## config.mk

```make
export PLATFORM = sky130hd
export DESIGN_NAME = control_unit
export DESIGN_NICKNAME = d
export VERILOG_FILES = /design/src/cpu_pkg.sv /design/src/control_unit.sv
export SDC_FILE = /design/constraint.sdc
export NUM_CORES = 1
export LEC_CHECK = 0
export BUFFER_PORTS_ARGS = -buffer_cell sky130_fd_sc_hd__buf_4
export CAP_MARGIN = 0
export CORE_AREA = 5 5 42 44
export CTS_CLUSTER_DIAMETER = 150
export DETAILED_ROUTE_END_ITERATION = 6
export DIE_AREA = 0 0 47 49
export MAX_ROUTING_LAYER = met4
export SLEW_MARGIN = 40
export SYNTH_ARGS = -nofsm -noshare
export SYNTH_HDL_FRONTEND = slang
export SYNTH_SLANG_ARGS = --single-unit
```

## constraint.sdc

```tcl
create_clock -name clk -period 1.08 [get_ports clk]
set_input_delay 0.216 -clock clk [delete_from_list [all_inputs] [get_ports clk]]
set_output_delay 0.216 -clock clk [all_outputs]
set_load 0.01 [all_outputs]
```

## src/cpu_pkg.sv

```systemverilog
`default_nettype none

package cpu_pkg;

    // data and instruction word
    localparam int word_w = 16;
    typedef logic [word_w-1:0] word_t;

    // instruction field widths
    localparam int op_w       = 4;
    localparam int func_w     = 4;
    localparam int addr_w_max = 12;
    // operand address field of an alu instruction
    localparam int alu_addr_w = 8;

    // major opcode in bits 15:12
    // codes not listed run as nop
    typedef enum logic [op_w-1:0] {
        op_nop = 4'd0,
        op_lda = 4'd1,
        op_sta = 4'd2,
        op_alu = 4'd3,
        op_jmp = 4'd4,
        op_jz  = 4'd5,
        op_out = 4'd6,
        op_ldi = 4'd7,
        op_hlt = 4'd15
    } major_op_t;

    // alu function in bits 11:8
    typedef enum logic [func_w-1:0] {
        fn_add,
        fn_sub,
        fn_mul,
        fn_div,
        fn_shl,
        fn_shr,
        fn_rol,
        fn_ror,
        fn_and,
        fn_or,
        fn_xor,
        fn_nor,
        fn_nand,
        fn_xnor,
        fn_gt,
        fn_eq
    } alu_func_t;

    // accumulator input select
    typedef logic [1:0] acc_src_t;
    localparam acc_src_t acc_src_mem = 2'd0;
    localparam acc_src_t acc_src_alu = 2'd1;
    localparam acc_src_t acc_src_imm = 2'd2;

    typedef enum logic [2:0] {
        st_idle,
        st_fetch,
        st_fetch_wait,
        st_decode,
        st_operand_wait,
        st_execute,
        st_halted
    } cpu_state_t;

endpackage

`default_nettype wire

```

## src/control_unit.sv

```systemverilog
`timescale 1ns/1ps
`default_nettype none

module control_unit (
    input  logic               clk,
    input  logic               rst,
    input  logic               start,
    input  cpu_pkg::major_op_t major_op,
    input  logic               acc_zero,
    output logic               ir_load,
    output logic               acc_load,
    output cpu_pkg::acc_src_t  acc_src,
    output logic               addr_sel,
    output logic               mem_we,
    output logic               pc_inc,
    output logic               pc_jump,
    output logic               pc_clear,
    output logic               out_valid,
    output logic               halted
);
    import cpu_pkg::*;

    cpu_state_t state;
    cpu_state_t state_next;
    logic       in_decode;
    logic       needs_operand;
    logic       ready;

    assign in_decode = (state == st_decode);
    // lda and alu read a second word
    assign needs_operand = (major_op == op_lda) || (major_op == op_alu);
    // start only honoured when nothing runs
    assign ready = (state == st_idle) || (state == st_halted);

    always_comb begin
        state_next = state;
        case (state)
            st_idle, st_halted: begin
                if (start) begin
                    state_next = st_fetch;
                end
            end
            // instruction address on the bus
            st_fetch: state_next = st_fetch_wait;
            // instruction word valid on rdata
            st_fetch_wait: state_next = st_decode;
            st_decode: begin
                if (needs_operand) begin
                    state_next = st_operand_wait;
                end else if (major_op == op_hlt) begin
                    state_next = st_halted;
                end else begin
                    state_next = st_fetch;
                end
            end
            // operand address held, data lands on rdata
            st_operand_wait: state_next = st_execute;
            st_execute: state_next = st_fetch;
            default: state_next = st_idle;
        endcase
    end

    always_ff @(posedge clk) begin
        if (rst) begin
            state <= st_idle;
        end else begin
            state <= state_next;
        end
    end

    // pc cleared together with the move to fetch
    assign pc_clear = start && ready;

    // capture instruction and step pc in the same cycle
    assign ir_load = (state == st_fetch_wait);
    assign pc_inc  = (state == st_fetch_wait);

    // operand address stays on the bus until execute
    assign addr_sel = in_decode || (state == st_operand_wait) || (state == st_execute);

    // single cycle actions in decode
    assign mem_we    = in_decode && (major_op == op_sta);
    assign out_valid = in_decode && (major_op == op_out);
    assign pc_jump   = in_decode &&
                       ((major_op == op_jmp) || ((major_op == op_jz) && acc_zero));

    // ldi writes acc from decode, lda and alu from execute
    assign acc_load = (in_decode && (major_op == op_ldi)) || (state == st_execute);

    always_comb begin
        case (major_op)
            op_lda:  acc_src = acc_src_mem;
            op_alu:  acc_src = acc_src_alu;
            default: acc_src = acc_src_imm;
        endcase
    end

    assign halted = (state == st_halted);

    // out strobe is a single cycle pulse
    a_out_valid_pulse: assert property (@(posedge clk) disable iff (rst)
        out_valid |=> !out_valid);

endmodule

`default_nettype wire

```

* Yosys cells after proc, flatten, opt, wreduce, memory -nomap -nowiden
Cells that the tools add are included.
** Storage, ports and cells
- Register bits :: 3
- Bits in latches :: 0
- Memory bits (writable) :: 0
- Memory bits (read-only) :: 0
- Bits of input ports :: 8
- Output and inout bits :: 11
- Logic and storage cells :: 35
- Memories :: 0
** Cells by class
- Add/sub/neg operators :: 0
- Multiply operators :: 0
- Divide/modulo/power cells :: 0
- $lt $le $gt $ge :: 0
- Eq/ne operators :: 15
- Shifts and indexed selects :: 0
- Multiplexer cells :: 5
- Bitwise logic cells :: 0
- Reductions and logical operators :: 14
** Operators with widths (count)
- 3-bit case mux with 6 select lines :: 1
- 4-bit by 3-bit == test with 1-bit output (second input constant) :: 4
- 3-bit == test (second input constant) :: 3
- 3-bit two-way mux :: 3
- 4-bit by 2-bit == test with 1-bit output (second input constant) :: 2
- 3-bit by 2-bit == test with 1-bit output (second input constant) :: 2
- 1-bit logical AND :: 6
- 1-bit logical OR :: 6
- 4-bit by 1-bit == test with 1-bit output (second input constant) :: 1
- 4-bit == test (second input constant) :: 1
- 2-bit case mux with 2 select lines :: 1
- 3-bit by 1-bit == test with 1-bit output (second input constant) :: 1
- 3-bit logical NOT :: 1
- 2-bit != test (second input constant) :: 1
- 2-bit OR reduction :: 1

* Longest topological paths before layout
- Word-level depth :: 4
- Depth in mapped cells :: 3

* Least setup slack after synthesis
Ideal clock, no wire load.
- Kind :: register -> output
- Start :: reg state[0]
- End :: out pc_jump
- Data arrival time :: 1.260 ns
- Required time :: 0.864 ns
- Path slack :: -0.396 ns
- Cell stages (with the launch flop) :: 3
- Cells stage by stage :: dfxtp_1 nand3b_1 a2111oi_0
** On the way
- Longest elaborated chain between the ends :: 2
** Ends and longest elaborated chain
- from (decl) :: line control_unit.sv:23 : cpu_state_t state;
- from (signal assigned) :: line control_unit.sv:65 : state <= st_idle;
- from (signal assigned) :: line control_unit.sv:67 : state <= state_next;
- 3-bit by 2-bit == test with 1-bit output :: line control_unit.sv:29 : assign in_decode = (state == st_decode);
- 1-bit logical AND :: line control_unit.sv:84 : assign pc_jump = in_decode &&
- to (decl) :: line control_unit.sv:16 : output logic pc_jump,
Every way passes these cells.

* Worst setup path after layout
- Start :: reg state[2]
- End :: out pc_clear
** On the way
- Longest elaborated chain between the ends :: 3
- Elaborated cells on any way between the ends :: 4
- Classes of those cells :: eq/ne: 1; reduce/logical: 3
** Ends and longest elaborated chain
- 3-bit == test / 3-bit logical NOT (equally long branches) :: line control_unit.sv:33 : assign ready = (state == st_idle) || (state == st_halted);
- 1-bit logical OR (*) :: line control_unit.sv:33
- 1-bit logical AND (*) :: line control_unit.sv:72 : assign pc_clear = start && ready;
- to (decl) :: line control_unit.sv:17 : output logic pc_clear,
Mark *: on every way between the ends. The rest lies on a longest branch, timed or not.

==> impl_metrics.py <==
metrics = {
    "logic_synthesis": {
        "ys_top_cells_by_area": "dfxtp_1, nor2b_1, a21o_1",
        "synthesis.nets": 43,
        "synth_largest_area_cell": "dfxtp_1",
        "yosysSeqAreaShare": 0.221,
        "syn_inst": 35,
        "yosysTopAreaCellShare": 0.221,
        "synthAdderAreaFrac": 0,
        "synth_top_family_by_area": "simple AND/OR/NAND/NOR gates",
        "async_flop_share": 0,
        "synth_edf_count": 0,
        "synth_cell_types": 23,
        "yosys.area_share.simple": 0.479,
        "yosys_register_bits": 3,
        "synth_area_um2": 272,
        "synthTopCellsByCount": "nand2_1, dfxtp_1, nor2b_1",
        "ys.flop_type": "dfxtp_1",
        "yosys_warnings": 0,
        "muxShareOfSynthArea": 0,
        "synth_compound_area_frac": 0.258,
        "synthXorXnorAreaFrac": 0,
        "synth_area_per_cell_um2": 7.76,
        "yosysMostFrequentCell": "nand2_1",
    },
    "detailed_routing": {
        "via_count": 422,
        "routed_wl_mm": 1.14,
        "drt_pass1_iterations": 3,
        "via_per_inst": 4.69,
        "avgRoutedWirePerCell_um": 12.6,
        "route.detailed.drc": 0,
        "drt_iter0_drc": 9,
        "drtAntennaViolNets": 0,
    },
    "global_routing": {
        "grt_pass1_wl_mm": 1.82,
        "track_usage": 0.110,
        "grt_pass1_vias": 449,
        "use_met2": 0.170,
        "grt_max_degree": 8,
        "grt.overflow.total": 0,
        "grt_use_met1": 0.129,
        "grtUsageMet3": 0.0332,
        "antenna_found_initial": 0,
        "top_usage_layer": "met2",
    },
    "worst_setup_path": {
        "criticalPathCategory": "register to output pin",
        "r2r_slack_ps": -130,
        "worst_ep_arrival_time_ps": 1270,
        "critPathLaunchType": "register",
        "critPathTopFamily": "buffers and inverters",
        "reg2reg_from": "state[2]$_SDFFE_PP0P_",
        "cpMostUsedCell": "buf_4",
        "endpoint_kind": "output pin",
        "cp.required_ps": 860,
        "cp-startpoint": "state[2]$_SDFFE_PP0P_",
        "critPathMaxStageDelay_ps": 310,
        "crit_path_max_fanout": 6,
        "path_cells": "buf_4, nor2b_4, buf_12, nor4bb_2, buf_4",
        "path_buf_inv": 3,
        "cpMaxStageDelayCell": "dfxtp_2",
    },
    "final_layout": {
        "final_nets": 83,
        "drive_above_1_share": 0.703,
        "num_antenna_cells": 0,
        "finalNonFillerCells": 90,
        "area_growth_pct": 166,
        "top_regs": "state: 3 flops",
        "largest_reg_flops": 3,
        "final_area_um2": 723,
        "regMostFlops": "state",
    },
    "flow_run": {
        "drv_cap": 0,
    },
    "place": {
        "dpl_worst_slack_ps": -184,
        "post-place-cells": 79,
        "placed_cell_area_um2": 549,
        "gp_congestion": 0.786,
        "numPortBuffers": 18,
        "hpwl_um": 789,
    },
    "hold_path": {
        "hp-class": "input pin to register",
        "min_from": "rst",
    },
    "clocking": {
        "cts_made_buffers": 3,
        "cts_root_buf": "clkbuf_4",
        "clock_path_buffers": 2,
        "cts.clk_slew.worst_paths_ps": 40,
        "cts_sinks": 3,
        "worstSkewPairLatency_ps": 230,
        "htreeDepth": 1,
        "cts_tree": "done",
    },
    "floorplan": {
        "initial_utilization": 0.194,
        "design.portCount": 19,
        "coreArea_mm2": 0.00140,
        "placementRows": 14,
        "die_x_um": 47,
        "dieArea_mm2": 0.00230,
        "die_h_um": 49,
    },
    "power_and_ir_drop": {
        "peakVddDrop_uv": 452,
        "p_leak_nw": 0.335,
        "p_per_area_mw_per_mm2": 861,
    },
    "timing": {
        "finalCritPeriodShare": 1.38,
        "timing.setup.tns_ps": -3280,
        "holdWs_ps": 151,
        "finalSetupViolCount": 11,
        "rsz0062_at_grt": "yes",
        "maxSlewViolCount": 0,
        "setup_ws_ps": -405,
        "skew_ps": 0.617,
        "min_period_ps": 1490,
        "finalHoldViolCount": 0,
        "fmax_ghz": 0.673,
        "tightest_slew_ps": 235,
        "slew_headroom": 0.843,
    },
    "run_status": {
        "status": "finished, violations left",
        "violations": "negative setup slack",
    },
}
==> routing by layer <==
metal | share of wire | wire length (um)
met2 | 0.49 | 560
met3 | 0.080 | 91
met1 | 0.42 | 475
met4 | 0.0079 | 9
met5 | 0 | 0
==> stage by stage <==
stage,utilization,power (mW)
3_5_place_dp,0.392,0.331
2_1_floorplan,-,0.219
5_1_grt,0.516,0.657
3_3_place_gp,0.392,0.329
4_1_cts,0.492,0.601
6_report,0.516,0.623
==> path summary, 6_finish.rpt <==
check / end / cells after the start
min: state[2]$_SDFFE_PP0P_ / 2
max: pc_clear / 5
max reg2reg: state[0]$_SDFFE_PP0P_ / 7
min reg2reg: state[1]$_SDFFE_PP0P_ / 2
==> cells in the final DEF (no fill, tap or decap) <==
| cell type | netlist | final |
|---|---|---|
| buf_4 | 1 | 24 |
| buf_6 | 0 | 8 |
| nand2_1 | 4 | 3 |
| clkbuf_4 | 0 | 3 |
| dfxtp_2 | 0 | 3 |
| nor2b_4 | 0 | 2 |
| nand2b_1 | 2 | 2 |
| nand3b_1 | 2 | 2 |
| nand4_1 | 2 | 2 |
| a21o_1 | 2 | 2 |
| o21bai_1 | 2 | 2 |
| buf_8 | 0 | 2 |
| buf_12 | 0 | 2 |
| nor2_1 | 1 | 1 |
| and3_1 | 1 | 1 |
| or3b_4 | 1 | 1 |
| and3b_1 | 1 | 1 |
| nand2_2 | 0 | 1 |
| nor3_2 | 0 | 1 |
| nor4_4 | 0 | 1 |
| inv_1 | 1 | 1 |
| a2111oi_4 | 0 | 1 |
| nor2b_1 | 3 | 1 |
| a21boi_1 | 0 | 1 |
| nor4bb_2 | 0 | 1 |
| a221oi_2 | 0 | 1 |
| a21oi_2 | 1 | 1 |
| nand3_1 | 1 | 1 |
| a31oi_1 | 1 | 1 |
| clkbuf_1 | 0 | 1 |
==> cell families after synthesis <==
logic type	after synthesis
compound gates	9
simple gates	21
flops	3
buf+inv	2
==> power by group <==
| group | internal (mW) | switching (mW) | total (mW) |
|---|---|---|---|
| Clock | 0.139 | 0.0597 | 0.198 |
| Combinational | 0.182 | 0.109 | 0.291 |
| Sequential | 0.123 | 0.00938 | 0.133 |
| Total | 0.444 | 0.179 | 0.623 |
==> timing repair <==
item | 4_1_cts | 5_1_grt
pin swaps | 10 | 2
hold endpoints to repair | 0 | 0
gates resized for setup | 18 | 4
endpoints found under the setup margin | 11 | 13
hold buffers | 0 | 0
setup buffers | 7 | 2
==> area by class of cell <==
| cell class | count | area, um^2 |
|---|---|---|
| multi-input combinational | 30 | 269 |
| clock buffer | 4 | 26.3 |
| sequential | 3 | 63.8 |
| tap | 16 | 20.0 |
| fill | 146 | 678 |
| timing repair buffer | 36 | 340 |
| inverter | 1 | 3.75 |
No activity file was read; power rests on OpenSTA's default activity.
