**config.mk**
```make
export PLATFORM = sky130hd
export DESIGN_NAME = program_counter
export DESIGN_NICKNAME = d
export VERILOG_FILES = /design/src/program_counter.sv
export SDC_FILE = /design/constraint.sdc
export NUM_CORES = 1
export LEC_CHECK = 0
export BUFFER_PORTS_ARGS = -buffer_cell sky130_fd_sc_hd__buf_4
export CORE_MARGIN = 2
export CORE_UTILIZATION = 50
export DETAILED_ROUTE_END_ITERATION = 6
export PLACE_DENSITY = 0.93
export SLEW_MARGIN = 20
export SYNTH_ARGS = -nofsm -noshare
export SYNTH_HDL_FRONTEND = slang
export SYNTH_SLANG_ARGS = --single-unit
```
**constraint.sdc**
```tcl
create_clock -name clk -period 2.8 [get_ports clk]
set_input_delay 0.56 -clock clk [delete_from_list [all_inputs] [get_ports clk]]
set_output_delay 0.56 -clock clk [all_outputs]
set_load 0.02 [all_outputs]
```
**src/program_counter.sv**
```systemverilog
`timescale 1ns/1ps
`default_nettype none

module program_counter #(
    parameter int ADDR_W = 12
) (
    input  logic              clk,
    input  logic              rst,
    input  logic              clear,
    input  logic              inc,
    input  logic              jump,
    input  logic [ADDR_W-1:0] jump_addr,
    output logic [ADDR_W-1:0] pc
);

    // reset first, then clear, jump and increment
    always_ff @(posedge clk) begin
        if (rst) begin
            pc <= '0;
        end else if (clear) begin
            // start of a new run
            pc <= '0;
        end else if (jump) begin
            pc <= jump_addr;
        end else if (inc) begin
            // wrap at the top of memory
            if (pc == '1) begin
                pc <= '0;
            end else begin
                pc <= pc + 1'b1;
            end
        end
    end

    // inc comes in fetch_wait, jump in decode
    a_inc_jump_excl: assert property (@(posedge clk) disable iff (rst)
        !(inc && jump));

endmodule

`default_nettype wire

```
-- Word-level counts from Yosys, hierarchy flattened
Cells that the tools add are included.
- bits in registers: 12
- bits of input ports: 17
- output and inout port bits: 12
- logic and storage cells: 8
- add/sub/neg operators: 1
- equality and inequality tests: 1
- mux-type cells: 3
- reduce and logical (&&, ||, !) cells: 2
- operators by type and width (cell ; count):
    2-to-1 mux 12 bit ; 3
    adder 12 x 1 -> 12 bit (second input constant) ; 1
    equality test 12 bit (second input constant) ; 1
    nonzero test 2 bit ; 1
    OR reduction 2 bit ; 1

-- Longest topological paths before layout
Gate-level depths: netlist of the first run.
- word-level depth: 4
- mapped depth: 6
- depth with buffers taken out: 5

-- Worst setup path before layout of the first run
OpenSTA, ideal clock, no wires.
- path kind: register to register
- start point: reg pc[0]
- end point: reg pc[1]
- arrival: 1.424 ns
- slack: 1.248 ns
- cell stages (with the launch flop): 7
- path buffers: 1
- clock period less this slack: 1.552 ns
- cells stage by stage: dfxtp_1 ha_1 and3_1 buf_6 a41oi_4 a221oi_1 nor2_1
- word-level cells in the longest chain between the ends: 4
- elaborated cells on any way between the ends: 5
- RTL lines (what ; line ; source):
    start: declaration ; 13 ; output logic [ADDR_W-1:0] pc
    start signal: assignment ; 24 ; pc <= jump_addr;
    start signal: assignment ; 30 ; pc <= pc + 1'b1;
    adder 12 x 1 -> 12 bit / equality test 12 bit (equally long branches) ; 30, 27 ;
    2-to-1 mux 12 bit (*) ; 27 ; if (pc == '1) begin
    2-to-1 mux 12 bit (*) ; 25 ; end else if (inc) begin
    2-to-1 mux 12 bit (*) ; 23 ; end else if (jump) begin
Mark *: on every way between the ends. The rest lies on a longest branch, timed or not. The select of a mux whose other input is x is not followed.
A chain may end at the register's enable or synchronous reset.

-- Worst setup path in the final report of the first run
Ends and elaborated chain as after synthesis.

==> results of run 1 <==
-- critical path, cell delays in order (launching register included) --
cell and delay, ps:
dfxtp_1 420, ha_1 190, and3_1 320, a41oi_4 220
a221oi_1 320, nor2_1 60
-- metrics by stage --
stage               cells  hold slack, ps  power (mW)
floorplan              88             660       0.225
global placement      126             597       0.256
detailed placement    126             599       0.258
CTS                   129             525       0.364
global route          129             551       0.378
finish                129             519       0.363
-- per-layer routing --
metal	vias up	part of all wire, %	global-route usage (%)	wire, um
li1	384	-	-	-
met1	382	39	27.3	770
met2	50	49	39.7	969
met3	9	7.8	3.02	153
met4	0	3.9	15.6	76
met5	-	0	0	0
-- placed cells by master (no fill, tap or decap) --
cell | synthesis | final
xnor2_1 | 4 | 4
nor4_1 | 1 | 1
or2_2 | 1 | 1
a221oi_1 | 3 | 3
o31a_1 | 1 | 1
inv_1 | 2 | 2
o21ai_1 | 3 | 3
nor2_1 | 7 | 7
clkbuf_4 | 0 | 3
a211oi_1 | 1 | 1
nand2b_1 | 2 | 2
nor3_1 | 4 | 4
o22ai_1 | 1 | 1
xor2_1 | 3 | 3
nand2_1 | 3 | 3
a21oi_1 | 10 | 10
ha_1 | 1 | 1
dfxtp_1 | 12 | 12
nand3_1 | 2 | 2
and3_1 | 3 | 3
nor3b_1 | 6 | 6
o21a_1 | 2 | 2
a22oi_1 | 1 | 1
and4_1 | 1 | 1
a41oi_4 | 1 | 1
buf_4 | 0 | 28
nand4_1 | 5 | 5
o21ai_0 | 2 | 2
mux2i_1 | 1 | 1
-- synth_stat cells, drive strengths merged, types with 2 or more instances --
| cell | number |
|---|---|
| xnor2 | 4 |
| xor2 | 3 |
| inv | 2 |
| o21a | 2 |
| nor2 | 7 |
| nand2b | 2 |
| and3 | 3 |
| a221oi | 3 |
| nor3b | 6 |
| clkbuf | 2 |
| o21ai | 5 |
| nor3 | 4 |
| nand4 | 5 |
| dfxtp | 12 |
| buf | 3 |
| nand2 | 3 |
| a21oi | 10 |
| nand3 | 2 |
-- path summary, 6_finish.rpt --
| path | start | end | slack, ps | cells past startpoint |
|---|---|---|---|---|
| worst min-delay path | jump_addr[2] | pc[2] | 520 | 3 |
| worst min register to register | pc[10] | pc[10] | 630 | 2 |
| worst max register to register | pc[0] | pc[1] | 1150 | 5 |
| worst max-delay path | pc[0] | pc[1] | 1150 | 5 |
-- power by group through the flow --
stage / clock network, mW / registers [mW] / logic (mW)
floorplan: 0 / 0.196 / 0.0289
global placement: 0 / 0.189 / 0.0662
detailed placement: 0 / 0.190 / 0.0685
CTS: 0.109 / 0.186 / 0.0688
global route: 0.116 / 0.187 / 0.0742
finish: 0.108 / 0.186 / 0.0690
-- cells by family (layout without fill, tap and decap cells) --
group           after synthesis  in the layout
xor+xnor                      7              7
fa+ha+maj                     1              1
simple gates                 35             35
mux                           1              1
buf+inv                       7             33
flops                        12             12
compound gates               25             25
-- layout make-up --
cell class	instances	area share, %
clock buffers	3	2.36
repair buffers	28	22.0
flip-flops and latches	12	25.2
multi-input cells	69	47.6
inverters	2	0.787
well taps	15	1.97
==> summary.md, run 1 <==
| Metric | Value |
|---|---|
| Synthesized area | `729 um^2` |
| Avg Inst Size Synth | `8.29 um^2` |
| Worst-Margin Slew | `325 ps` |
| PwrDens | `381 mW/mm^2` |
| RSZ-0062 raised after global routing | `no` |
| Fmax | `606 MHz` |
| Post-Route WL | `a little under 2 mm` |
| Setup violators final | `0` |
| Post-synthesis net count | `106` |
| Max FFs per register | `12` |
| Post-Synth Adder-Cell Area | `around 1.7%` |
| Vias | `825` |
| Largest net degree at the start of global routing | `19` |
| Register area share after synthesis | `between 30% and 40%` |
| Post-route ant nets | `0` |
| Seq pwr share | `51.3%` |
| Die H | `between 40 and 50 um` |
| P_int | `262 uW` |
| Leakage power | `roughly 0.37 nW` |
| Worst slack, placed | `1160 ps` |
| Post-synthesis cell type count | `31` |
| # hold bufs at CTS | `0` |
| Starting Density | `54.7%` |
| Clock skew | `3.55 ps` |
| Setup CP Type | `flip-flop to flip-flop` |
| Comb power frac | `19.0%` |
| Fin. Hold Viols | `0` |
| Leading area contributor after synthesis | `dfxtp_1` |
| Top flop regs | `pc x12` |
| Post-route setup slack | `1150 ps` |
| Vias in the first global route | `773` |
| Largest register by flop count | `pc` |
| RePlAce Congestion | `between 0.7 and 0.8` |
| Period utilisation layout | `about three fifths` |
| Multi-input gate area | `454 um^2` |
| Most common flop cell mapped by yosys | `dfxtp_1` |
| Critical path required time | `2960 ps` |
| Sinks on Clock Net | `12` |
| Syn. warnings | `0` |
| Post-synthesis mux area share | `1.37%` |
| Worst EP arrival | `1810 ps` |
| CTS Buf Count | `3` |
| CTS tree | `done` |
| H-Tree Depth | `1` |
| XOR/XNOR Fraction of Synth Area | `8.40%` |
| Status | `finished clean` |
| Largest family of logic cells by synthesized area | `simple AND/OR/NAND/NOR gates` |
| N_diodes | `0` |
| Worst Hold Class | `input port to flip-flop` |
| Drt pass-1 iters | `4` |
| Vias per inst | `6.40` |
| Async SR Flop Fraction | `0%` |
| Net Sw Frac | `27.8%` |
| Clock latency on the worst-skew pair | `280 ps` |
| Sw Pwr | `101 uW` |
| Post-synth top area share | `32.9%` |
| DP Area | `just over 900 um^2` |
| HPWL Detailed | `1.45 mm` |
| Site row count | `13` |
| Final Max Tran Viols | `0` |
| Synth Register Bits | `12` |
| Port Buffers | `28` |
| Cells after Synth | `between 80 and 90` |
| Antenna violations before repair | `0` |
| Die W | `42.2 um` |
| Routed len/inst | `15.3 um` |
| Die area | `0.00178 mm^2` |
| Fillers | `118` |
| Synth Area in Simple Gates | `26.9%` |
| Period minus WS final | `1650 ps` |
| Core Util, Final | `a little under three quarters` |
| First-pass GRT wire length | `about 3.2 mm` |
| Slew headroom | `between 70 and 80%` |
| Sequential cell area | `240 um^2` |
| Clock network fraction of design power | `29.7%` |
| CTS Buffer Depth | `2` |
| Clock root cell | `clkbuf_4` |
| Remaining global-route overflow | `0` |
| Drt drc | `0` |
| Setup TNS | `0 ps` |
| Core Footprint | `approximately 0.0013 mm^2` |
| Max Fanout on Critical Path | `8` |
| Compound-cell area share of the yosys netlist | `a little under a quarter` |
| CTS clock-pin slew for the worst setup and hold paths | `roughly 70 ps` |
| Total Routing Usage GR | `23.5%` |
| # resized after CTS | `0` |
| Nets | `134` |
| Number of max-cap violations | `0` |
| Element type at the critical path end | `flip-flop` |
| Post-synth EDFFs | `0` |
| Setup repair bufs after CTS | `0` |
| Layout cell share with drive strength beyond 1 | `28.9%` |
| Fin area | `953 um^2` |
| Worst vdd ir | `between 200 and 300 uV` |
| CP startpoint kind | `flip-flop` |
| Synth top area cells | `dfxtp_1 (33%), a21oi_1 (6.9%), nor3b_1 (6.2%)` |
| 1st-iter DRT viols | `22` |
| IO Count | `29` |
| Layout area overhead | `30.7%` |
Power figures use the tool's default switching activity.
==> inputs of run 2 (changes only) <==
--- a/config.mk
+++ b/config.mk
@@ -7,9 +7,9 @@
 export LEC_CHECK = 0
 export BUFFER_PORTS_ARGS = -buffer_cell sky130_fd_sc_hd__buf_4
 export CORE_MARGIN = 2
-export CORE_UTILIZATION = 50
+export CORE_UTILIZATION = 46
 export DETAILED_ROUTE_END_ITERATION = 6
-export PLACE_DENSITY = 0.93
+export PLACE_DENSITY = 0.87
 export SLEW_MARGIN = 20
 export SYNTH_ARGS = -nofsm -noshare
 export SYNTH_HDL_FRONTEND = slang
==> constraint.sdc (replaced) <==
create_clock -name clk -period 1.7 [get_ports clk]
set_input_delay 0.34 -clock clk [delete_from_list [all_inputs] [get_ports clk]]
set_output_delay 0.34 -clock clk [all_outputs]
set_load 0.02 [all_outputs]
==> run 2 against run 1 <==
Net effect:
- non-clock buffer count is 1 higher
- via count is 6.9% lower
- register-to-register slack worse by 1000 ps
- hold slack worse by 210 ps
- fmax is 6.6% higher
- sequential share of layout area is 0.61 points lower
- global-route usage is 0.79 points lower
- largest power group unchanged
- critical path type unchanged
- die area is 7.9% higher
- critical path depth stayed put
==> summary.md, run 2 (synthesis gave the netlist of run 1 again) <==
| Metric | Value |
|---|---|
| Final Max Tran Viols | `0` |
| Number of max-cap violations | `0` |
| CTS tree | `done` |
| Drt pass-1 iters | `3` |
| Remaining global-route overflow | `0` |
| 1st-iter DRT viols | `13` |
| Layout cell share with drive strength beyond 1 | `a little over 30%` |
| Layout area overhead | `34.0%` |
| Met3 wire length | `84 um` |
| Wl on met1 | `852 um` |
| Met2 Wirelength | `938 um` |
| Most common cell after layout, fill and taps aside | `buf_4` |
| Clock root cell | `clkbuf_4` |
| # hold bufs at CTS | `0` |
| Most frequent cells in the layout | `buf_4 (29), dfxtp_1 (12), a21oi_1 (10)` |
| Fmax | `645 MHz` |
| Drt drc | `0` |
| N_diodes | `0` |
| Worst vdd ir | `643 uV` |
| Clock latency on the worst-skew pair | `around 280 ps` |
| Leakage power | `a little under 0.4 nW` |
| RSZ-0062 raised after global routing | `no` |
| Largest net degree at the start of global routing | `19` |
| Die area | `between 0.0015 and 0.002 mm^2` |
| CTS Buffer Depth | `2` |
| Critical Path Max Stage Delay | `420 ps` |
| Die H | `43.8 um` |
| RePlAce Congestion | `around 0.82` |
| Post-route ant nets | `0` |
| Setup CP Type | `flip-flop to flip-flop` |
| Total Routing Usage GR | `22.7%` |
| Antenna violations before repair | `0` |
| Starting Density | `49.0%` |
| H-Tree Depth | `1` |
| First-pass GRT wire length | `about 3.2 mm` |
| Worst-Margin Slew | `approximately 310 ps` |
| Top flop regs | `pc x12` |
| Site row count | `14` |
| Fin. Hold Viols | `0` |
| Vias in the first global route | `around 730` |
| Element type at the critical path end | `flip-flop` |
| IO Count | `29` |
| Worst EP arrival | `1720 ps` |
| Sinks on Clock Net | `12` |
| Fin area | `a little under 0.001 mm^2` |
| Worst Hold Class | `input port to flip-flop` |
| Die W | `43.8 um` |
| CP startpoint kind | `flip-flop` |
| DP Area | `940 um^2` |
| Vias per inst | `5.82` |
| Setup violators final | `0` |
| Max FFs per register | `12` |
| Post-Route WL | `1.92 mm` |
| Port Buffers | `28` |
| Largest register by flop count | `pc` |
| Setup TNS | `0 ps` |
| Slew headroom | `79.0%` |
| Nets | `135` |
| HPWL Detailed | `1.39 mm` |
| Status | `finished clean` |
| Slowest stage cell, crit path | `dfxtp_1` |
| Vias | `768` |
| Crit-path cells | `ha_1 > and3_2 > a41oi_4 > a221oi_1 > nor2_1` |
| Period utilisation layout | `91.2%` |
| CTS clock-pin slew for the worst setup and hold paths | `80 ps` |
| Clock skew | `3.59 ps` |
| Max Fanout on Critical Path | `8` |
| Routed len/inst | `14.6 um` |
| PwrDens | `672 mW/mm^2` |
| Top Metal Used | `met4` |
| Period minus WS final | `between 1500 and 2000 ps` |
| Critical path required time | `1870 ps` |
| CTS Buf Count | `3` |
| Core Footprint | `0.00149 mm^2` |
run 2: changes by cell type in the layout (fill, tap and decap cells not counted), sizes merged:
cell	change
buf	+1
clkbuf	+1
run 2: timing repair:
action	CTS	global route
buffers inserted	0	0
endpoints found under the setup margin	0	2
gates resized for setup	0	1
run 2: cell type report:
type | instances | area [um^2]
clock buffers | 4 | 36.3
fillers | 135 | 512
inverters | 2 | 7.51
multi-input cells | 69 | 455
flip-flops and latches | 12 | 240
well taps | 16 | 20.0
repair buffers | 29 | 218
run 2: through the flow:
stage | setup slack, ps | utilization, % | power (mW) | std cells | hold WS (ps)
6_report | 150 | 65.6 | 0.657 | 132 | 310
3_3_place_gp | 191 | 63.1 | 0.422 | 128 | 578
5_1_grt | 59.4 | 65.6 | 0.682 | 132 | 326
3_5_place_dp | 103 | 63.1 | 0.426 | 128 | 598
2_1_floorplan | 148 | - | 0.370 | 88 | 484
4_1_cts | 86.2 | 65.5 | 0.659 | 132 | 304
run 2: worst paths after layout:
path / to / from / cells past startpoint / slack (ps)
max reg2reg: pc[4] / pc[0] / 5 / 150
min reg2reg: pc[10] / pc[10] / 2 / 630
max: pc[4] / pc[0] / 5 / 150
min: pc[1] / jump_addr[1] / 3 / 310
run 2: routing by layer:
metal,up-vias,GRT usage [%]
met5,-,0
met4,0,14.5
met3,4,3.75
met2,19,38.8
met1,361,25.8
li1,384,-
run 2: critical path, delay by kind of cell, from the launching register on:
family / cells / cell delay (ps)
DFF: 1 / 420
adders and majority gates: 1 / 200
AOI/OAI and AO/OA: 2 / 490
and+or+nand+nor: 2 / 340
run 2: power by group:
part | total, mW | internal, mW | switching [mW]
combinational | 0.116 | 0.0588 | 0.0569
clock | 0.236 | 0.130 | 0.105
sequential | 0.305 | 0.291 | 0.0140
