==> src/cpu_pkg.sv <==
`default_nettype none

package cpu_pkg;

    // data and instruction word
    localparam int word_w = 16;
    typedef logic [word_w-1:0] word_t;

    // instruction field widths
    localparam int op_w       = 4;
    localparam int func_w     = 4;
    localparam int addr_w_max = 12;
    // operand address field of an alu instruction
    localparam int alu_addr_w = 8;

    // major opcode in bits 15:12
    // codes not listed run as nop
    typedef enum logic [op_w-1:0] {
        op_nop = 4'd0,
        op_lda = 4'd1,
        op_sta = 4'd2,
        op_alu = 4'd3,
        op_jmp = 4'd4,
        op_jz  = 4'd5,
        op_out = 4'd6,
        op_ldi = 4'd7,
        op_hlt = 4'd15
    } major_op_t;

    // alu function in bits 11:8
    typedef enum logic [func_w-1:0] {
        fn_add,
        fn_sub,
        fn_mul,
        fn_div,
        fn_shl,
        fn_shr,
        fn_rol,
        fn_ror,
        fn_and,
        fn_or,
        fn_xor,
        fn_nor,
        fn_nand,
        fn_xnor,
        fn_gt,
        fn_eq
    } alu_func_t;

    // accumulator input select
    typedef logic [1:0] acc_src_t;
    localparam acc_src_t acc_src_mem = 2'd0;
    localparam acc_src_t acc_src_alu = 2'd1;
    localparam acc_src_t acc_src_imm = 2'd2;

    typedef enum logic [2:0] {
        st_idle,
        st_fetch,
        st_fetch_wait,
        st_decode,
        st_operand_wait,
        st_execute,
        st_halted
    } cpu_state_t;

endpackage

`default_nettype wire

==> src/alu.sv <==
`timescale 1ns/1ps
`default_nettype none

module alu (
    input  cpu_pkg::alu_func_t func,
    input  cpu_pkg::word_t     operand1,
    input  cpu_pkg::word_t     operand2,
    output cpu_pkg::word_t     result
);
    import cpu_pkg::*;

    // operand1 is always the accumulator
    always_comb begin
        case (func)
            fn_add: result = operand1 + operand2;
            fn_sub: result = operand1 - operand2;
            // low half of the product only
            fn_mul: result = operand1 * operand2;
            // divide by zero saturates to all ones
            fn_div: begin
                if (operand2 == '0) begin
                    result = '1;
                end else begin
                    result = operand1 / operand2;
                end
            end
            // single bit shifts, operand2 ignored
            fn_shl: result = operand1 << 1;
            fn_shr: result = operand1 >> 1;
            fn_rol: result = {operand1[word_w-2:0], operand1[word_w-1]};
            fn_ror: result = {operand1[0], operand1[word_w-1:1]};
            // bitwise group
            fn_and:  result = operand1 & operand2;
            fn_or:   result = operand1 | operand2;
            fn_xor:  result = operand1 ^ operand2;
            fn_nor:  result = ~(operand1 | operand2);
            fn_nand: result = ~(operand1 & operand2);
            fn_xnor: result = ~(operand1 ^ operand2);
            // compares give 1 or 0, unsigned
            fn_gt: begin
                if (operand1 > operand2) begin
                    result = word_t'(1);
                end else begin
                    result = '0;
                end
            end
            fn_eq: begin
                if (operand1 == operand2) begin
                    result = word_t'(1);
                end else begin
                    result = '0;
                end
            end
            default: result = '0;
        endcase
    end

endmodule

`default_nettype wire

==> src/datapath.sv <==
`timescale 1ns/1ps
`default_nettype none

module datapath #(
    parameter int ADDR_W = 12
) (
    input  logic                           clk,
    input  logic                           rst,
    input  logic                           ir_load,
    input  logic                           acc_load,
    input  cpu_pkg::acc_src_t              acc_src,
    input  logic                           addr_sel,
    input  logic [ADDR_W-1:0]              pc,
    input  cpu_pkg::word_t                 mem_rdata,
    output cpu_pkg::major_op_t             major_op,
    output cpu_pkg::alu_func_t             alu_func,
    output logic [cpu_pkg::addr_w_max-1:0] addr_field,
    output cpu_pkg::word_t                 acc,
    output logic                           acc_zero,
    output logic [ADDR_W-1:0]              mem_addr
);
    import cpu_pkg::*;

    word_t             ir;
    word_t             alu_result;
    word_t             imm;
    logic [ADDR_W-1:0] operand_addr;

    // address width must cover the alu operand field and fit the instruction
    if (ADDR_W < alu_addr_w || ADDR_W > addr_w_max) begin : g_addr_w_check
        $error("datapath: ADDR_W out of range 8 to 12");
    end

    // instruction fields
    assign major_op   = major_op_t'(ir[word_w-1 -: op_w]);
    assign alu_func   = alu_func_t'(ir[addr_w_max-1 -: func_w]);
    assign addr_field = ir[addr_w_max-1:0];
    // ldi immediate, zero extended
    assign imm = word_t'(addr_field);

    // alu instructions only carry an 8-bit operand address
    always_comb begin
        if (major_op == op_alu) begin
            operand_addr = ADDR_W'(ir[alu_addr_w-1:0]);
        end else begin
            operand_addr = ir[ADDR_W-1:0];
        end
    end

    // pc during fetch, operand address from decode on
    assign mem_addr = addr_sel ? operand_addr : pc;

    alu alu_i (
        .func     (alu_func),
        .operand1 (acc),
        .operand2 (mem_rdata),
        .result   (alu_result)
    );

    // ir resets to a nop
    always_ff @(posedge clk) begin
        if (rst) begin
            ir  <= '0;
            acc <= '0;
        end else begin
            if (ir_load) begin
                ir <= mem_rdata;
            end
            if (acc_load) begin
                case (acc_src)
                    acc_src_mem: acc <= mem_rdata;
                    acc_src_alu: acc <= alu_result;
                    acc_src_imm: acc <= imm;
                    default:     acc <= acc;
                endcase
            end
        end
    end

    // jz condition
    assign acc_zero = (acc == '0);

    // an alu result is only taken after a fetched instruction set the function
    a_alu_func_known: assert property (@(posedge clk) disable iff (rst)
        (acc_load && acc_src == acc_src_alu) |-> !$isunknown(alu_func));

endmodule

`default_nettype wire

==> config.mk <==
export PLATFORM = sky130hd
export DESIGN_NAME = datapath
export DESIGN_NICKNAME = d
export VERILOG_FILES = /design/src/cpu_pkg.sv /design/src/alu.sv /design/src/datapath.sv
export SDC_FILE = /design/constraint.sdc
export NUM_CORES = 1
export LEC_CHECK = 0
export BUFFER_PORTS_ARGS = -buffer_cell sky130_fd_sc_hd__buf_2
export CAP_MARGIN = 30
export CORE_UTILIZATION = 55
export CTS_BUF_LIST = sky130_fd_sc_hd__clkbuf_4 sky130_fd_sc_hd__clkbuf_8 sky130_fd_sc_hd__clkbuf_16
export DETAILED_ROUTE_END_ITERATION = 8
export MAX_ROUTING_LAYER = met4
export PLACE_DENSITY = 0.7
export SKIP_CTS_REPAIR_TIMING = 1
export SYNTH_ARGS = -nofsm -noshare
export SYNTH_HDL_FRONTEND = slang
export SYNTH_HIERARCHICAL = 1
export SYNTH_SLANG_ARGS = --single-unit
==> constraint.sdc <==
create_clock -name clk -period 73.2 [get_ports clk]
set_input_delay 14.64 -clock clk [delete_from_list [all_inputs] [get_ports clk]]
set_output_delay 14.64 -clock clk [all_outputs]
set_load 0.01 [all_outputs]
; Yosys cells after proc, flatten, opt, wreduce, memory -nomap -nowiden
; Index checks and enable logic that the tools add are counted.
[word_totals]
regBits = 32
out_inout_bits = 49
in_bits = 35
elab_cells = 45
[classes]
n_reduce_logical = 6
order_cmp = 1
bitwise = 6
mux = 7
eq_ne = 19
div = 1
addsub = 2
mul = 1
[ops]
columns = operator, n
row1 = one-hot mux 16 bit (16 select lines), 1
row2 = NOT 16 bit, 3
row3 = one-hot mux 16 bit (3 select lines), 1
row4 = == test 4 bit (second input constant), 8
row5 = logical NOT 16 bit, 2
row6 = two-way mux 12 bit, 2
row7 = adder 16 bit, 1
row8 = bitwise AND 16 bit, 1
row9 = divider 16 x 16 -> 16 bit, 1
row10 = == test 16 bit, 1
row11 = == test 4 x 3 -> 1 bit (second input constant), 4
row12 = > comparator 16 bit, 1
row13 = multiplier 16 x 16 -> 16 bit, 1
row14 = two-way mux 16 bit, 1
row15 = bitwise OR 16 bit, 1
row16 = subtractor 16 bit, 1
row17 = bitwise XOR 16 bit, 1
row18 = == test 4 x 2 -> 1 bit (second input constant), 3
row19 = == test 4 x 1 -> 1 bit (second input constant), 1
row20 = logical NOT 4 bit, 1
row21 = nonzero test 3 bit, 1
row22 = == test 2 x 1 -> 1 bit (second input constant), 1
row23 = == test 2 bit (second input constant), 1
row24 = logical NOT 2 bit, 1
row25 = 2 further kinds, 3

; Longest topological paths before layout
[depth]
word_depth = 4
mapped_depth = 137
ltp_nobuf = 127

; By module
; The synthesis kept the hierarchy.
[by_module_without_submodules]
columns = mod, n_inst, seq_area_each_um2, area_each_um2, cells_per_inst
row1 = alu, 1, 0.0, 14556.5, 2054
row2 = datapath, 1, 640.6, 1725.4, 183

; Worst setup path before layout
; No wires, ideal clock.
[synth_path]
path_type = input -> register
startpoint = in mem_rdata[0]
endpoint = reg acc[0]
setup_slack_ps = 30883
n_path_buf = 10
arrival_time_ps = 42198
setup_ps = 120
t_required_ps = 73080
stages = 126
cell_sequence = clkbuf_1 clkinv_1 ha_1 or4_1 nand2_1 ha_1 or4b_2 a21oi_1 nor2_1 ha_1 a21o_1 or2_2 and3_1 mux2_2 inv_1 ha_1 or3_1 o221a_2 [90 not listed] a2111oi_0 o22ai_1 clkbuf_1 clkbuf_1 nand2_1 a22o_1 ha_1 a21o_1 a21o_1 a21oi_1 nor2_1 a2111oi_0 o21ai_0 nand2_1 a31oi_1 a221o_1 nand3_2 a21oi_2
[synth_via]
elab_chain_cells = 4
elab_cells_between_ends = 18
cone_classes = add/sub: 2 / mul: 1 / div: 1 / order compare: 1 / eq/ne: 1 / mux: 5 / bitwise: 6 / reduce/logical: 1
[synth_lines]
columns = element, line
row1 = from (decl), datapath.sv:14  ; input cpu_pkg::word_t mem_rdata,
row2 = "divider 16 x 16 -> 16 bit, or another cell as far along", alu.sv:24  ; result = operand1 / operand2;
row3 = "two-way mux 16 bit, or another cell as far along", alu.sv:21  ; if (operand2 == '0) begin
row4 = one-hot mux 16 bit (16 select lines) *, alu.sv:14  ; case (func)
row5 = named net alu_result[0], datapath.sv:25  ; word_t alu_result;
row6 = one-hot mux 16 bit (3 select lines) *, datapath.sv:70  ; case (acc_src)
row7 = to (signal assigned), datapath.sv:71  ; acc_src_mem: acc <= mem_rdata;
row8 = to (signal assigned), datapath.sv:72  ; acc_src_alu: acc <= alu_result;
row9 = to (signal assigned), datapath.sv:73  ; acc_src_imm: acc <= imm;
row10 = to (decl), datapath.sv:18  ; output cpu_pkg::word_t acc,
; The timed path passes the listed nets; every way through them passes the cells marked *.
; A chain may end at the register's enable or synchronous reset.

; Final worst setup path
[layout_path]
startpoint = in mem_rdata[15]
endpoint = reg acc[0]
[layout_via]
elab_chain_cells = 4
elab_cells_between_ends = 9
cone_classes = div: 1 / order compare: 1 / eq/ne: 1 / mux: 5 / reduce/logical: 1
[layout_lines]
columns = element, line
row1 = "divider 16 x 16 -> 16 bit, or another cell as far along", alu.sv:24
row2 = "two-way mux 16 bit, or another cell as far along", alu.sv:21
row3 = one-hot mux 16 bit (16 select lines) *, alu.sv:14
row4 = named net alu_result[0], datapath.sv:25
row5 = one-hot mux 16 bit (3 select lines) *, datapath.sv:70
; Marked as above.

==> metrics.md <==
| Metric | Value |
|---|---|
| Kind of critical path | in2reg |
| Die Area | 30,300 um^2 |
| CP endpoint kind | flip-flop |
| Flop-to-flop setup slack | 39,600 ps |
| Synth unique cells | 102 |
| Max Cap Viol | 0 |
| Period utilization | 0.664 |
| Drt total wl | 64.0 mm |
| Vias in the first global route | 16,726 |
| Row cnt | 62 |
| RSZ-0062 raised after global routing | no |
| Layout Cells excl Fill | 2,638 |
| Clock transition at path regs | approximately 50 ps |
| Hold Crit Start | ir[13]$_SDFFE_PP0P_ |
| Max Clock Freq | 20.6 MHz |
| CP most frequent cell | ha_1 |
| Ys Warns | 6 |
| GRT Overall Usage | 0.422 |
| TritonCTS Sinks | 32 |
| Net count of the mapped netlist | ~2,600 |
| Hold Fails Final Rpt | 0 |
| CTS Buffer Depth | 2 |
| Tmin final | just under 50,000 ps |
| Min-Delay Path Class | reg2reg |
| Largest net degree at the start of global routing | 74 |
| Hold Path Sink | ir[13]$_SDFFE_PP0P_ |
| Routed Antenna Nets | 0 |
| DR vias | 17,896 |
| Starting Density | 0.563 |
| Initial DRC count | 1,965 |
| Pre-antenna DRT Iters | 6 |
| Setup TNS | 0 ps |
| Clk_lat worst skew | 270 ps |
| Die Height | 174 um |
| Diode count | 0 |
| Detailed Place HPWL | 47.9 mm |
| Finish-stage setup viols | 0 |
| Worst hold path stage count | 2 |
| I/O pins | 84 |
| Mapped Cells | between 2,000 and 2,500 |
| Max IR drop VDD | 0.0142 mV |
| Status | completed |
| Fin. max-slew vios | 0 |
| Net count, final | approximately 2,600 |
| Critical Path RT | about 73,000 ps |
| Worst Slack Setup Final | 24,630 ps |
| Cell Area, Synth | 16,300 um^2 |
| Core area | 28,900 um^2 |
| Initial antenna violation count | 0 |
| DP Worst Slack | approximately 26,000 ps |
| WL/cell | 24.3 um |
| Number of flops mapped to enable cells by yosys | 0 |
| Startpoint types | primary input |
| Reg2reg path depth | 115 |
| Signal arrival time at the worst endpoint | between 40,000 and 50,000 ps |
| CTS tree | done |
| DRC | 0 |
| Slew headroom | 0.273 |
| Crit-path max FO | 24 |
| Sequential share of the synthesized area | 0.0393 |
| Worst R2R Start | acc[15]$_SDFFE_PP0P_ |
| Worst path max stage delay | a little under 900 ps |
| Layout area overhead | 5.19% |
| Num CTS Buffers | 5 |
| Top_reg_cell synth | dfxtp_1 |
| Cell Area, Placed | 17,000 um^2 |
| Share of layout cells above drive strength 1 | 0.0989 |
| Syn avg cell area | 7.28 um^2 |
| Placed Cells | ~2,600 |
| Worst-Margin Slew | 1090 ps |
| First-pass GRT wire length | 96.7 mm |
| H-tree depth | 2 |
| CTS Root Cell | clkbuf_16 |
| Port Buffers | 83 |
| Async S/R FF share, synth | 0 |
| Total global routing overflow | 0 |
| Die W | 174 um |
| Reg2reg end | acc[0]$_SDFFE_PP0P_ |
| Lkg Pwr | about 8 nW |
| Final Instance Area | 17,100 um^2 |
| Vias per cell | 6.78 |
| Number of synthesized register bits | 32 |
| Pwr per Cell Area | 12.7 nW/um^2 |
| Gpl congestion | 1.01 |
| Worst clock skew | around 2.6 ps |
| Slowest CP cell | o31ai_2 |
| # fillers | 2,709 |
cell usage after synthesis, drive strengths merged, types with 6 or more instances:
library cell / number / area (um^2)
a221o: 15 / 150
o211a: 7 / 70.1
mux2i: 50 / 526
o21bai: 14 / 105
a21o: 35 / 263
nand2: 212 / 796
dfxtp: 32 / 641
nand3: 54 / 295
buf: 37 / 234
o31a: 7 / 61.3
o21a: 39 / 293
and2: 8 / 50.1
or3: 24 / 150
a31oi: 28 / 175
nand2b: 30 / 188
a211o: 7 / 61.3
o31ai: 17 / 128
clkbuf: 73 / 274
a21boi: 9 / 67.6
a2111oi: 9 / 86.3
a22oi: 10 / 75.1
o21ai: 107 / 543
nor2b: 17 / 109
o221ai: 8 / 76.3
o22ai: 24 / 150
a21oi: 156 / 811
nor4: 28 / 221
nor2: 225 / 845
a22o: 8 / 70.1
a221oi: 18 / 158
xnor2: 76 / 666
a2bb2oi: 6 / 52.6
xor2: 37 / 324
mux2: 24 / 274
o211ai: 25 / 198
nand4: 13 / 87.6
or2: 15 / 93.8
nor3: 74 / 375
and3: 19 / 119
fa: 82 / 1640
ha: 239 / 2990
or4: 7 / 56.3
a211oi: 33 / 258
inv: 198 / 743
worst max-delay path: cells and delay by family:
kind / cells / cell delay [ps]
AOI/OAI and AO/OA: 60 / 18670
muxes: 3 / 640
buffers and inverters: 6 / 810
adders and majority gates: 15 / 4840
and+or+nand+nor: 33 / 9050
power breakdown:
| part | switching (mW) | internal (mW) | total (mW) |
|---|---|---|---|
| Clock | 0.00727 | 0.0143 | 0.0216 |
| Combinational | 0.109 | 0.0664 | 0.175 |
| Sequential | 0.00143 | 0.0187 | 0.0201 |
| Total | 0.118 | 0.0993 | 0.217 |
cell type report:
| cell class | count | area, um^2 | share of cell area |
|---|---|---|---|
| Timing Repair Buffer | 119 | 693 | 0.0405 |
| Tap cell | 384 | 480 | 0.0281 |
| Multi-Input combinational cell | 1892 | 14400 | 0.840 |
| Inverter | 203 | 762 | 0.0445 |
| Clock buffer | 8 | 154 | 0.00899 |
| Sequential cell | 32 | 643 | 0.0375 |
how the worst max path moves through the flow:
stage,start,to,slack (ps),cells after the start
6_report,mem_rdata[15],acc[0]$_SDFFE_PP0P_,24630,117
5_1_grt,mem_rdata[15],acc[0]$_SDFFE_PP0P_,22670,119
4_1_cts,mem_rdata[15],acc[0]$_SDFFE_PP0P_,25770,115
3_5_place_dp,mem_rdata[15],acc[0]$_SDFFE_PP0P_,25660,115
3_3_place_gp,mem_rdata[15],acc[0]$_SDFFE_PP0P_,26400,115
2_1_floorplan,mem_rdata[0],acc[0]$_SDFFE_PP0P_,30880,126
logic make-up after synthesis:
logic type	count (synthesis)	share of synthesized area
AOI/OAI and AO/OA	637	0.269
DFF	32	0.0393
xor gates and xnor gates	113	0.0608
adders and majority gates	321	0.284
muxes	74	0.0491
and+or+nand+nor	747	0.220
buffers and inverters	313	0.0780
routing by layer:
layer,GRT usage,wire length [um],up-vias
met1,0.544,26100,8495
met4,0.195,3390,0
li1,-,-,8091
met2,0.637,27400,1091
met3,0.0774,7060,219
met5,-,0,-
flip-flops by register name, indices dropped and copies added, names as in the netlist:
signal,cells
acc,16
ir,16
cells in the final DEF (no fill, tap or decap), types with 31 or more instances in the layout:
| master | count |
|---|---|
| a211oi_1 | 31 |
| a21o_1 | 35 |
| a21oi_1 | 148 |
| buf_2 | 83 |
| buf_4 | 35 |
| fa_1 | 82 |
| ha_1 | 239 |
| inv_1 | 195 |
| mux2i_1 | 48 |
| nand2_1 | 212 |
| nand3_1 | 49 |
| nor2_1 | 225 |
| nor3_1 | 73 |
| o21a_1 | 39 |
| o21ai_0 | 96 |
| xnor2_1 | 76 |
| xor2_1 | 37 |
stage by stage:
stage | total power [mW] | util | hold WS (ps)
4_1_cts | 0.212 | 0.592 | 528
5_1_grt | 0.232 | 0.592 | 556
3_5_place_dp | 0.190 | 0.587 | 516
6_report | 0.217 | 0.592 | 523
2_1_floorplan | 0.142 | - | 531
3_3_place_gp | 0.187 | 0.586 | 493
Note: power is estimated with default switching activity, not from simulation.
